**src/common/display_cmd_pkg.sv**
```systemverilog
// Op codes, widths and bundles for the command front end; pixel color holds an index or a value
package display_cmd_pkg;

    localparam int COORD_W       = 10;
    localparam int COLOR_W       = 10;
    localparam int INDEX_W       = 4;
    localparam int PALETTE_DEPTH = 16;
    // Operand counter saturates at its maximum
    localparam int COUNT_W       = 16;

    // Command op codes, the first byte of each frame
    typedef enum logic [7:0] {
        CLEAR_BUFFER = 8'h10,
        ASSIGN_COLOR = 8'h11,
        DRAW_SPRITE  = 8'h12,
        SHOW_BUFFER  = 8'h14
    } op_code_e;

    // Framed SPI command stream
    typedef struct packed {
        op_code_e               op_code;
        logic                   op_code_valid;
        logic [7:0]             operand;
        logic                   operand_valid;
        logic [COUNT_W-1:0]     operand_count;
    } spi_command_t;

    // Palette write request
    typedef struct packed {
        logic [INDEX_W-1:0]     index;
        logic [COLOR_W-1:0]     value;
        logic                   enable;
    } color_assign_t;

    // Sprite setup, stable once operand 8 has arrived
    typedef struct packed {
        logic [COORD_W-1:0]     x;
        logic [COORD_W-1:0]     y;
        logic [COORD_W-1:0]     width;
        logic [4:0]             total_colors;
        logic [INDEX_W-1:0]     palette_offset;
    } sprite_setup_t;

    // Palette index in the low bits before the palette, 10-bit color value after it
    typedef struct packed {
        logic [COORD_W-1:0]     x;
        logic [COORD_W-1:0]     y;
        logic [COLOR_W-1:0]     color;
    } pixel_t;

endpackage

```
**src/spi/spi_byte_receiver.sv**
```systemverilog
// SPI mode 0 slave, MSB first; SCK must stay below a quarter of clock_in, no MISO
`timescale 1ns/10ps

module spi_byte_receiver (
    input  logic       clock_in,
    input  logic       rst_n,
    input  logic       spi_sck,
    input  logic       spi_cs_n,
    input  logic       spi_mosi,
    output logic [7:0] byte_data,
    output logic       byte_strobe,
    output logic       frame_start,
    output logic       frame_active
);

    logic [1:0] sck_sync;
    logic [1:0] cs_sync;
    logic [1:0] mosi_sync;
    logic       sck_prev;
    logic       cs_prev;
    logic       sck_rise;
    logic [2:0] bit_count;
    logic [6:0] shift_reg;

    // Edges seen after the two-flop synchronizers
    assign sck_rise     = sck_sync[1] & ~sck_prev;
    assign frame_start  = cs_prev & ~cs_sync[1];
    assign frame_active = ~cs_sync[1];

    always_ff @(posedge clock_in or negedge rst_n) begin
        if (!rst_n) begin
            sck_sync    <= '0;
            cs_sync     <= '1;
            mosi_sync   <= '0;
            sck_prev    <= 1'b0;
            cs_prev     <= 1'b1;
            bit_count   <= '0;
            shift_reg   <= '0;
            byte_strobe <= 1'b0;
        end else begin
            sck_sync    <= {sck_sync[0], spi_sck};
            cs_sync     <= {cs_sync[0], spi_cs_n};
            mosi_sync   <= {mosi_sync[0], spi_mosi};
            sck_prev    <= sck_sync[1];
            cs_prev     <= cs_sync[1];
            byte_strobe <= 1'b0;
            if (cs_sync[1]) begin
                // Partial byte is dropped while deselected
                bit_count <= '0;
                shift_reg <= '0;
            end else if (sck_rise) begin
                bit_count <= bit_count + 3'd1;
                shift_reg <= {shift_reg[5:0], mosi_sync[1]};
                if (bit_count == 3'd7) begin
                    byte_strobe <= 1'b1;
                end
            end
        end
    end

    // Completed byte, valid with byte_strobe
    always_ff @(posedge clock_in) begin
        if (sck_rise && !cs_sync[1] && bit_count == 3'd7) begin
            byte_data <= {shift_reg, mosi_sync[1]};
        end
    end

endmodule

```
**src/spi/command_framer.sv**
```systemverilog
// First byte of a frame is the op code; operand count saturates, all state clears on CS rise
`timescale 1ns/10ps

module command_framer (
    input  logic                        clock_in,
    input  logic                        rst_n,
    input  logic [7:0]                  byte_data,
    input  logic                        byte_strobe,
    input  logic                        frame_start,
    input  logic                        frame_active,
    output display_cmd_pkg::spi_command_t command
);

    import display_cmd_pkg::*;

    op_code_e           op_code_q;
    logic               op_valid_q;
    logic [7:0]         operand_q;
    logic               operand_valid_q;
    logic [COUNT_W-1:0] count_q;

    always_ff @(posedge clock_in or negedge rst_n) begin
        if (!rst_n) begin
            op_valid_q      <= 1'b0;
            operand_valid_q <= 1'b0;
            count_q         <= '0;
        end else begin
            operand_valid_q <= 1'b0;
            if (!frame_active || frame_start) begin
                op_valid_q <= 1'b0;
                count_q    <= '0;
            end else if (byte_strobe) begin
                if (!op_valid_q) begin
                    op_valid_q <= 1'b1;
                end else begin
                    operand_valid_q <= 1'b1;
                    if (count_q != {COUNT_W{1'b1}}) begin
                        count_q <= count_q + COUNT_W'(1);
                    end
                end
            end
        end
    end

    always_ff @(posedge clock_in) begin
        if (frame_active && byte_strobe) begin
            if (!op_valid_q) begin
                op_code_q <= op_code_e'(byte_data);
            end else begin
                operand_q <= byte_data;
            end
        end
    end

    assign command = '{op_code: op_code_q, op_code_valid: op_valid_q, operand: operand_q,
                       operand_valid: operand_valid_q, operand_count: count_q};

    // An operand only ever belongs to an open command
    operand_needs_op_code: assert property (@(posedge clock_in) disable iff (!rst_n)
        command.operand_valid |-> command.op_code_valid);

endmodule

```
**src/rtl/command_decoder.sv**
```systemverilog
// Decodes four op codes; unknown op codes are ignored and setup registers hold stale values
`timescale 1ns/10ps

module command_decoder (
    input  logic                          clock_in,
    input  logic                          rst_n,
    input  display_cmd_pkg::spi_command_t  command,
    output display_cmd_pkg::color_assign_t color_assign,
    output display_cmd_pkg::sprite_setup_t sprite_setup,
    output logic                          sprite_enable,
    output logic                          sprite_data_strobe,
    output logic [7:0]                    sprite_data,
    output logic                          clear_buffer,
    output logic                          show_buffer
);

    import display_cmd_pkg::*;

    logic               color_enable;
    logic [INDEX_W-1:0] color_index;
    logic [COLOR_W-1:0] color_value;
    logic [COORD_W-1:0] sprite_x;
    logic [COORD_W-1:0] sprite_y;
    logic [COORD_W-1:0] sprite_width;
    logic [4:0]         total_colors;
    logic [INDEX_W-1:0] palette_offset;
    logic               operand_in;

    assign operand_in = command.op_code_valid && command.operand_valid;

    // Flags follow the open command and drop as soon as it closes
    always_ff @(posedge clock_in or negedge rst_n) begin
        if (!rst_n) begin
            clear_buffer       <= 1'b0;
            show_buffer        <= 1'b0;
            color_enable       <= 1'b0;
            sprite_enable      <= 1'b0;
            sprite_data_strobe <= 1'b0;
        end else if (!command.op_code_valid) begin
            clear_buffer       <= 1'b0;
            show_buffer        <= 1'b0;
            color_enable       <= 1'b0;
            sprite_enable      <= 1'b0;
            sprite_data_strobe <= 1'b0;
        end else begin
            color_enable       <= 1'b0;
            sprite_data_strobe <= 1'b0;
            case (command.op_code)
                CLEAR_BUFFER: clear_buffer <= 1'b1;
                SHOW_BUFFER:  show_buffer <= 1'b1;
                ASSIGN_COLOR: color_enable <= operand_in && command.operand_count == COUNT_W'(4);
                DRAW_SPRITE: begin
                    // Operands from the ninth on are sprite data
                    if (operand_in && command.operand_count > COUNT_W'(8)) begin
                        sprite_enable      <= 1'b1;
                        sprite_data_strobe <= 1'b1;
                    end
                end
                default: ;
            endcase
        end
    end

    always_ff @(posedge clock_in) begin
        if (operand_in) begin
            case (command.op_code)
                ASSIGN_COLOR: begin
                    case (command.operand_count)
                        COUNT_W'(1): color_index <= command.operand[3:0];
                        COUNT_W'(2): color_value[9:6] <= command.operand[7:4];
                        COUNT_W'(3): color_value[5:3] <= command.operand[7:5];
                        COUNT_W'(4): color_value[2:0] <= command.operand[7:5];
                        default: ;
                    endcase
                end
                DRAW_SPRITE: begin
                    // Coordinates and width arrive high byte first, 2 bits used
                    case (command.operand_count)
                        COUNT_W'(1): sprite_x <= {command.operand[1:0], 8'h00};
                        COUNT_W'(2): sprite_x[7:0] <= command.operand;
                        COUNT_W'(3): sprite_y <= {command.operand[1:0], 8'h00};
                        COUNT_W'(4): sprite_y[7:0] <= command.operand;
                        COUNT_W'(5): sprite_width <= {command.operand[1:0], 8'h00};
                        COUNT_W'(6): sprite_width[7:0] <= command.operand;
                        COUNT_W'(7): total_colors <= command.operand[4:0];
                        COUNT_W'(8): palette_offset <= command.operand[3:0];
                        default: sprite_data <= command.operand;
                    endcase
                end
                default: ;
            endcase
        end
    end

    assign color_assign = '{index: color_index, value: color_value, enable: color_enable};
    assign sprite_setup = '{x: sprite_x, y: sprite_y, width: sprite_width,
                            total_colors: total_colors, palette_offset: palette_offset};

    // Palette write is one pulse per assign-color command
    color_enable_pulse: assert property (@(posedge clock_in) disable iff (!rst_n)
        color_assign.enable |=> !color_assign.enable);

endmodule

```
**src/rtl/palette_store.sv**
```systemverilog
// 16 colors in flops, all zero after reset; a read in the write cycle returns the old color
`timescale 1ns/10ps

module palette_store (
    input  logic                          clock_in,
    input  logic                          rst_n,
    input  display_cmd_pkg::color_assign_t color_assign,
    input  display_cmd_pkg::pixel_t        pixel_in,
    input  logic                          pixel_in_valid,
    output display_cmd_pkg::pixel_t        pixel_out,
    output logic                          pixel_valid
);

    import display_cmd_pkg::*;

    logic [COLOR_W-1:0] palette [PALETTE_DEPTH];

    always_ff @(posedge clock_in or negedge rst_n) begin
        if (!rst_n) begin
            pixel_valid <= 1'b0;
            for (int i = 0; i < PALETTE_DEPTH; i++) begin
                palette[i] <= '0;
            end
        end else begin
            pixel_valid <= pixel_in_valid;
            if (color_assign.enable) begin
                palette[color_assign.index] <= color_assign.value;
            end
        end
    end

    // Index in, color value out
    always_ff @(posedge clock_in) begin
        if (pixel_in_valid) begin
            pixel_out.x     <= pixel_in.x;
            pixel_out.y     <= pixel_in.y;
            pixel_out.color <= palette[pixel_in.color[INDEX_W-1:0]];
        end
    end

endmodule

```
**src/rtl/sprite_pixel_unpacker.sv**
```systemverilog
// 1, 2 or 4 bits per pixel, MSB first; a new byte must not arrive before the last one is done
`timescale 1ns/10ps

module sprite_pixel_unpacker (
    input  logic                          clock_in,
    input  logic                          rst_n,
    input  display_cmd_pkg::sprite_setup_t sprite_setup,
    input  logic                          sprite_enable,
    input  logic                          sprite_data_strobe,
    input  logic [7:0]                    sprite_data,
    output display_cmd_pkg::pixel_t        pixel,
    output logic                          pixel_strobe
);

    import display_cmd_pkg::*;

    logic [7:0]         shift_q;
    logic [3:0]         left_q;
    logic [COORD_W-1:0] column;
    logic [COORD_W-1:0] row;
    logic [COORD_W-1:0] next_column;
    logic [7:0]         source;
    logic [2:0]         bits_per_pixel;
    logic [3:0]         pixels_per_byte;
    logic [INDEX_W-1:0] value;
    logic [INDEX_W-1:0] color_index;
    logic               emit;

    always_comb begin
        if (sprite_setup.total_colors <= 5'd2) begin
            bits_per_pixel  = 3'd1;
            pixels_per_byte = 4'd8;
            value           = {3'b000, source[7]};
        end else if (sprite_setup.total_colors <= 5'd4) begin
            bits_per_pixel  = 3'd2;
            pixels_per_byte = 4'd4;
            value           = {2'b00, source[7:6]};
        end else begin
            bits_per_pixel  = 3'd4;
            pixels_per_byte = 4'd2;
            value           = source[7:4];
        end
    end

    // First pixel comes straight from the incoming byte
    assign source      = sprite_data_strobe ? sprite_data : shift_q;
    assign emit        = sprite_data_strobe || left_q != 4'd0;
    assign color_index = value + sprite_setup.palette_offset;
    assign next_column = column + COORD_W'(1);

    always_ff @(posedge clock_in or negedge rst_n) begin
        if (!rst_n) begin
            left_q       <= '0;
            column       <= '0;
            row          <= '0;
            pixel_strobe <= 1'b0;
        end else begin
            pixel_strobe <= emit;
            if (emit) begin
                left_q <= (sprite_data_strobe ? pixels_per_byte : left_q) - 4'd1;
            end
            if (!sprite_enable) begin
                column <= '0;
                row    <= '0;
            end else if (emit) begin
                // Wrap at the sprite width and move down one row
                if (next_column >= sprite_setup.width) begin
                    column <= '0;
                    row    <= row + COORD_W'(1);
                end else begin
                    column <= next_column;
                end
            end
        end
    end

    always_ff @(posedge clock_in) begin
        if (emit) begin
            shift_q     <= source << bits_per_pixel;
            pixel.x     <= sprite_setup.x + column;
            pixel.y     <= sprite_setup.y + row;
            pixel.color <= {{(COLOR_W-INDEX_W){1'b0}}, color_index};
        end
    end

    // Decoder pacing must leave time to drain each byte
    no_strobe_while_busy: assert property (@(posedge clock_in) disable iff (!rst_n)
        sprite_data_strobe |-> left_q == 4'd0);

endmodule

```
**src/rtl/display_cmd_top.sv**
```systemverilog
// Command front end from SPI pins to colored pixels; no back-pressure on the pixel output
`timescale 1ns/10ps

module display_cmd_top (
    input  logic                   clock_in,
    input  logic                   rst_n,
    input  logic                   spi_sck,
    input  logic                   spi_cs_n,
    input  logic                   spi_mosi,
    output display_cmd_pkg::pixel_t pixel_out,
    output logic                   pixel_valid,
    output logic                   clear_buffer,
    output logic                   show_buffer
);

    import display_cmd_pkg::*;

    logic [7:0]    byte_data;
    logic          byte_strobe;
    logic          frame_start;
    logic          frame_active;
    spi_command_t  command;
    color_assign_t color_assign;
    sprite_setup_t sprite_setup;
    logic          sprite_enable;
    logic          sprite_data_strobe;
    logic [7:0]    sprite_data;
    pixel_t        sprite_pixel;
    logic          sprite_pixel_strobe;

    spi_byte_receiver u_receiver (
        .clock_in, .rst_n, .spi_sck, .spi_cs_n, .spi_mosi,
        .byte_data, .byte_strobe, .frame_start, .frame_active
    );

    command_framer u_framer (
        .clock_in, .rst_n, .byte_data, .byte_strobe, .frame_start, .frame_active, .command
    );

    command_decoder u_decoder (
        .clock_in, .rst_n, .command, .color_assign, .sprite_setup, .sprite_enable,
        .sprite_data_strobe, .sprite_data, .clear_buffer, .show_buffer
    );

    sprite_pixel_unpacker u_unpacker (
        .clock_in, .rst_n, .sprite_setup, .sprite_enable, .sprite_data_strobe, .sprite_data,
        .pixel(sprite_pixel), .pixel_strobe(sprite_pixel_strobe)
    );

    palette_store u_palette (
        .clock_in, .rst_n, .color_assign,
        .pixel_in(sprite_pixel), .pixel_in_valid(sprite_pixel_strobe),
        .pixel_out, .pixel_valid
    );

endmodule

```
**config.mk**
```make
export PLATFORM = sky130hd
export DESIGN_NAME = display_cmd_top
export DESIGN_NICKNAME = d
export VERILOG_FILES = /design/src/common/display_cmd_pkg.sv /design/src/spi/spi_byte_receiver.sv /design/src/spi/command_framer.sv /design/src/rtl/command_decoder.sv /design/src/rtl/palette_store.sv /design/src/rtl/sprite_pixel_unpacker.sv /design/src/rtl/display_cmd_top.sv
export SDC_FILE = /design/constraint.sdc
export NUM_CORES = 1
export LEC_CHECK = 0
export BUFFER_PORTS_ARGS = -buffer_cell sky130_fd_sc_hd__clkbuf_2
export CAP_MARGIN = 15
export CORE_MARGIN = 2
export CORE_UTILIZATION = 40
export DETAILED_ROUTE_END_ITERATION = 12
export SLEW_MARGIN = 30
export SYNTH_ARGS = -nofsm -noshare
export SYNTH_HDL_FRONTEND = slang
export SYNTH_SLANG_ARGS = --single-unit
export TNS_END_PERCENT = 10
```
**constraint.sdc**
```tcl
create_clock -name clock_in -period 4.6 [get_ports clock_in]
set_clock_uncertainty 0.2 [all_clocks]
set_input_delay 0.69 -clock clock_in [delete_from_list [all_inputs] [get_ports clock_in]]
set_output_delay 0.69 -clock clock_in [all_outputs]
set_load 0.03 [all_outputs]
```
* Word-level counts from Yosys, hierarchy flattened *
Index checks and enable logic that the tools add are counted.

word-level totals
  bits in registers = 375
  latch bits = 0
  memory bits (writable) = 0
  bits in read-only memories = 0
  input port bits = 5
  output and inout bits = 33
  memories = 0

cells by class
  $add $sub $neg = 8
  multipliers = 0
  div/mod/pow operators = 0
  $lt $le $gt $ge = 7
  equality and inequality tests = 20
  shift-type cells = 1
  mux-type cells = 51
  bitwise gates (word level) = 8
  reductions and logical operators = 37

operator list
  kind                                                             number
  bitwise mux 160 bit                                              1
  two-way mux 10 bit                                               9
  equality test 16 x 3 -> 1 bit (second input constant)            4
  two-way mux 16 bit                                               4
  one-hot mux 8 bit (2 select lines)                               3
  AND reduction 3 bit                                              14
  binary-select mux 10 bit (select 4 bit)                          1
  demux 10 bit (select 4 bit)                                      1
  equality test 16 x 2 -> 1 bit (second input constant)            2
  equality test 8 x 5 -> 1 bit (second input constant)             4
  adder 10 x 1 -> 10 bit (second input constant)                   2
  adder 10 bit                                                     2
  two-way mux 1 bit                                                20
  adder 16 x 1 -> 16 bit (second input constant)                   1
  equality test 16 x 1 -> 1 bit (second input constant)            1
  equality test 16 x 4 -> 1 bit (second input constant)            1
  greater-than comparator 16 x 4 -> 1 bit (second input constant)  1
  two-way mux 4 bit                                                4
  inequality test 16 bit (second input constant)                   1
  two-way mux 3 bit                                                5
  two-way mux 7 bit                                                2
  nonzero test 2 bit                                               7
  inequality test 2 x 1 -> 1 bit (second input constant)           6
  greater-or-equal comparator 10 bit                               1
  19 further kinds                                                 35

* Longest topological paths before layout *
  depth after elaboration = 6
  depth in mapped cells = 15
  gate-level depth less buffers = 12

* Modules after synthesis *
From an unflattened synthesis, not the netlist that was laid out.

second synthesis, totals
  cell total of the unflattened synthesis = 1,176
  area total of the unflattened synthesis = 17,112.7 µm²

modules (own cells, without submodules)
  module                 times used  cells an instance  area each (µm²)  seq. area each (µm²)
  palette_store          1           478                8,274.2          4,929.7
  sprite_pixel_unpacker  1           357                3,727.3          1,586.5
  command_decoder        1           156                2,643.8          1,956.9
  command_framer         1           125                1,481.4          930.9
  spi_byte_receiver      1           60                 985.9            719.4

* Worst setup path after synthesis *
OpenSTA, ideal clock, no wires.

  path kind = register to register
  start point = register u_unpacker.column[2]
  end point = register u_unpacker.column[5]
  library setup time = 0.078 ns
  arrival = 2.890 ns
  setup slack = 1.432 ns
  cell stages (with the launch flop) = 15
  path through = dfrtp_1 -> and3_1 -> nand3_1 -> nor2_1 -> xor2_1 -> ha_1 -> a211oi_1 -> nor2_1 -> or4_1 -> clkbuf_1 -> nor2_1 -> buf_2 -> buf_2 -> a21oi_1 -> o2bb2ai_1

between the ends
  cells in the longest elaborated chain, start to end = 5

ends and longest elaborated chain
  element                             line                         text
  start, declared                     sprite_pixel_unpacker.sv:19  logic [COORD_W-1:0] column;
  start signal, assigned              sprite_pixel_unpacker.sv:71  column <= next_column;
  adder 10 x 1 -> 10 bit (*)          sprite_pixel_unpacker.sv:49  assign next_column = column + COORD_W'(1);
  greater-or-equal comparator 10 bit  sprite_pixel_unpacker.sv:67  if (next_column >= sprite_setup.width) begin
  two-way mux 10 bit (*)              sprite_pixel_unpacker.sv:67
  two-way mux 10 bit (*)              sprite_pixel_unpacker.sv:65  end else if (emit) begin
  two-way mux 10 bit (*)              sprite_pixel_unpacker.sv:62  if (!sprite_enable) begin

Mark *: on every way between the ends. The rest lies on a longest branch, timed or not. The select of a mux whose other input is x is not followed.
A chain may end at the register's enable or synchronous reset.

* Worst setup path in the final report *
  start point = register u_unpacker.column[0]
  end point = register u_unpacker.row[7]

between the ends
  cells in the longest elaborated chain, start to end = 4

ends and longest elaborated chain
  element                                          line                         text
  adder 10 x 1 -> 10 bit                           sprite_pixel_unpacker.sv:49
  greater-or-equal comparator 10 bit               sprite_pixel_unpacker.sv:67
  inequality test 2 x 1 -> 1 bit (no source line)  n/a
  AND reduction 2 bit (no source line)             n/a
  end signal, assigned                             sprite_pixel_unpacker.sv:69  row <= row + COORD_W'(1);
  end, declared                                    sprite_pixel_unpacker.sv:20  logic [COORD_W-1:0] row;

No other way between the ends.

==> flow_summary_export.csv <==
group,metric,value,unit
layout,number_of_filler_instances_in_the_final_layout,3578,
layout,multi_input_comb_area,6060,µm²
grt,grt_start_max_net_pins,108,
yosys,post_synth_and_or_nand_nor_area_fraction,8.89,%
clocking,clock_tree_from_tritoncts,"built",
yosys,yosys_most_used_dff,"sky130_fd_sc_hd__dfrtp_1",
yosys,synth_nets,1181,
placement,placed_cells,1681,
yosys,syn_avg_cell_area,14.5,µm²
power_and_ir_drop,power.share.switching,19.2,%
detailed_routing,mean_routed_wirelength_per_cell,18.7,µm
clocking,clock_tree.buffer_depth,3,
setup_path,setup.worst_path.start_class,"register",
setup_path,worst_ep_arrival_time,4.01,ns
power_and_ir_drop,seq_power_share,49.2,%
layout,max_flop_register,"u_palette.palette",
floorplan,die_x,207,µm
setup_path,critical_path.reg2reg.startpoint,"u_unpacker.column[0]",
layout,finish.instance_area,18900,µm²
clocking,cts_max_level,2,
grt,first_global_vias,9312,
floorplan,design.portCount,38,
placement,place_area,17400,µm²
grt,global_route_wire_length_before_repair,52700,µm
outcome,status,"finished clean",
floorplan,initial_core_util,40.4,%
detailed_routing,antenna_violating_nets_post_route,0,
detailed_routing,drtPass1Iterations,5,
power_and_ir_drop,pwr-share-clk,49.9,%
layout,design.final.nets,1242,
setup_path,crit_path_from,"u_unpacker.column[0]",
sta,tightest_slew,0.898,ns
clocking,cts_hold_buf,0,
power_and_ir_drop,power_density,373,nW/µm²
layout,largest_reg_flops,160,
yosys,synth.mux.area_fraction,18.7,%
power_and_ir_drop,vdd.ir_drop.worst,0.000236,V
layout,number_of_diodes,0,
placement,routability_cong,0.805,
setup_path,timing.critical_path.fanout_max,15,
floorplan,total_die_area,42800,µm²
yosys,synthCells,1133,
clocking,post-cts-setup-buffer-count,0,
sta,grt_setup_unrepaired,"false",
sta,hold-worst-slack,0.0417,ns
layout,commonest_non_fill_non_tap_cells_in_the_layout,"225 x sky130_fd_sc_hd__dfrtp_1, 153 x sky130_fd_sc_hd__mux2_2, 147 x sky130_fd_sc_hd__edfxtp_1, 67 x sky130_fd_sc_hd__nor2_1, 66 x sky130_fd_sc_hd__nand2_1",
yosys,synthXorXnorAreaFrac,2.45,%
yosys,ys_seq_area_share,61.5,%
sta,fin_tns_setup,0,ns
setup_path,timing_worst_setup_path_type,"reg -> reg",
floorplan,rows,74,
setup_path,timing.critical_path.required,4.87,ns
detailed_routing,drt-vias-per-instance,5.18,
layout,register_area,10100,µm²
yosys,synth.lib_cells_used.distinct,63,
clocking,numCtsBuffers,41,
yosys,yosys_warnings,0,
clocking,postCtsResizedCells,0,
floorplan,die_height,207,µm
layout,most_common_library_cell_in_the_layout_ignoring_fill_and_taps,"sky130_fd_sc_hd__dfrtp_1",
flow_run,drv.max_cap_violation_count,0,
worst_hold_path,worst_hold_path_type,"in -> reg",
detailed_routing,route.detailed.drc,0,
yosys,synth_compound_gate_area_share,3.31,%
sta,finalMaxSlewViolations,0,
clocking,root_buffer,"sky130_fd_sc_hd__clkbuf_16",
sta,final-hold-violation-count,0,
yosys,postSynthRegisterBits,375,
worst_hold_path,hold_start,"spi_cs_n",
grt,grt-ovfl-total,0,
floorplan,core_area,40700,µm²
layout,post_route_cells_drive_above_1_share,28.1,%
layout,syn2layout_area_growth,14.7,%
power_and_ir_drop,power_switching,0.00135,W
sta,timing.final.crit_period,3.74,ns
yosys,mappedNetlistArea,16500,µm²
yosys,synth-adder-area-share,3.41,%
power_and_ir_drop,combPwrFrac,0.8,%
layout,post_route_non_filler_standard_cell_count,1758,
detailed_routing,detail_route.iter0.violations,522,
detailed_routing,vias,9106,
power_and_ir_drop,power.leakage,7.89,nW
layout,largest_registers,"u_palette.palette (160), u_palette.pixel_out (30), u_unpacker.pixel (24)",
sta,layout_worst_path_cycle_share,81.2,%
placement,dp_hpwl,21600,µm
sta,timing.slew.headroom,40.2,%
detailed_routing,detail_route.wirelength,32900,µm
grt,grt_usage,16.1,%
power_and_ir_drop,power_report.internal_total,0.00569,W
sta,max_clock_freq,268,MHz
yosys,synth_top_family_by_area,"multiplexers",
placement,io_buffers,37,
clocking,path_clk_slew,0.06,ns
sta,finalSetupViolations,0,
clocking,insertion_delay,0.55,ns
setup_path,end_kind,"register",
grt,initial_antenna_violation_count,0,
yosys,synth-edff-count,147,
yosys,ys_async_sr_fraction,60.8,%
clocking,clkSinkCount,375,
[synth_stat cells, types with 10 or more instances]
| library cell | n | area share (%) |
|---|---|---|
| sky130_fd_sc_hd__nand2_1 | 66 | 1.5 |
| sky130_fd_sc_hd__and3_1 | 11 | 0.42 |
| sky130_fd_sc_hd__mux4_2 | 50 | 6.8 |
| sky130_fd_sc_hd__clkbuf_1 | 37 | 0.84 |
| sky130_fd_sc_hd__nor3_1 | 20 | 0.61 |
| sky130_fd_sc_hd__edfxtp_1 | 147 | 27 |
| sky130_fd_sc_hd__ha_1 | 40 | 3.0 |
| sky130_fd_sc_hd__nand2b_1 | 15 | 0.57 |
| sky130_fd_sc_hd__mux2i_1 | 12 | 0.73 |
| sky130_fd_sc_hd__a21oi_1 | 27 | 0.82 |
| sky130_fd_sc_hd__nand3_1 | 26 | 0.79 |
| sky130_fd_sc_hd__o21ai_0 | 10 | 0.30 |
| sky130_fd_sc_hd__xnor2_1 | 28 | 1.5 |
| sky130_fd_sc_hd__inv_1 | 31 | 0.71 |
| sky130_fd_sc_hd__and2_1 | 27 | 1.0 |
| sky130_fd_sc_hd__dfrtp_1 | 225 | 34 |
| sky130_fd_sc_hd__mux2_2 | 153 | 10 |
| sky130_fd_sc_hd__nor2_1 | 67 | 1.5 |
| sky130_fd_sc_hd__xor2_1 | 18 | 0.96 |
[through the flow]
step | total power (W) | worst slack (ns) | utilization [%]
2_1_floorplan | 0.00354 | 1.43 | -
3_3_place_gp | 0.00359 | 0.955 | 42.6
3_5_place_dp | 0.00359 | 0.928 | 42.6
4_1_cts | 0.00715 | 0.888 | 46.2
5_1_grt | 0.00729 | 0.576 | 46.3
6_report | 0.00704 | 0.864 | 46.3
[critical path: stages, from the launching register on]
cell	delay [ns]
sky130_fd_sc_hd__dfrtp_1	0.45
sky130_fd_sc_hd__ha_1	0.28
sky130_fd_sc_hd__and3_1	0.28
sky130_fd_sc_hd__nand3_1	0.12
sky130_fd_sc_hd__xnor2_1	0.16
sky130_fd_sc_hd__ha_1	0.30
sky130_fd_sc_hd__nand4_1	0.13
sky130_fd_sc_hd__nor3_1	0.56
sky130_fd_sc_hd__nor2_1	0.25
sky130_fd_sc_hd__buf_4	0.25
sky130_fd_sc_hd__or4_1	0.51
sky130_fd_sc_hd__a21oi_1	0.16
[final cells by class]
cell class                      instances  area share [%]
Sequential cell                       375            53.6
Clock inverter                         16            1.22
Clock buffer                           59            6.60
Inverter                               31           0.617
Multi-Input combinational cell        683            32.1
Timing Repair Buffer                   62            2.28
Tap cell                              532            3.53
[layer usage]
layer / GRT usage (%) / wire (µm)
met2: 26.3 / 15700
met1: 22.0 / 15200
met4: 5.57 / 849
met3: 2.56 / 1200
met5: 0 / 0
[power by group through the flow]
stage	clock network, W	logic, W	registers, W
after CTS	0.00362	0.0000599	0.00347
after floorplan	0	0.00000968	0.00353
after global routing	0.00375	0.0000701	0.00347
final	0.00352	0.0000590	0.00347
after global placement	0	0.0000589	0.00353
after detailed placement	0	0.0000595	0.00353
[kinds of logic (layout without fill, tap and decap cells)]
| group | Yosys count | count (layout) |
|---|---|---|
| multiplexers | 224 | 224 |
| flip-flops | 375 | 375 |
| other | 1 | 1 |
| AND/OR/NAND/NOR | 286 | 286 |
| adder cells (fa/ha/maj) | 43 | 43 |
| buffers and inverters | 75 | 168 |
| AO/OA/AOI/OAI | 83 | 83 |
| XOR/XNOR | 46 | 46 |
[worst paths after layout]
kind / end / slack [ns] / depth (start not counted)
worst max-delay path: u_unpacker.row[7] / 0.86 / 11
worst min-delay path: u_receiver.cs_sync[0] / 0.04 / 1
worst max register to register: u_unpacker.row[7] / 0.86 / 11
worst min register to register: u_receiver.mosi_sync[1] / 0.15 / 0
max in group asynchronous: u_palette.palette[62] / 2.75 / 4
min in group asynchronous: u_framer.count_q[9] / 0.39 / 2
Power figures use the tool's default switching activity.
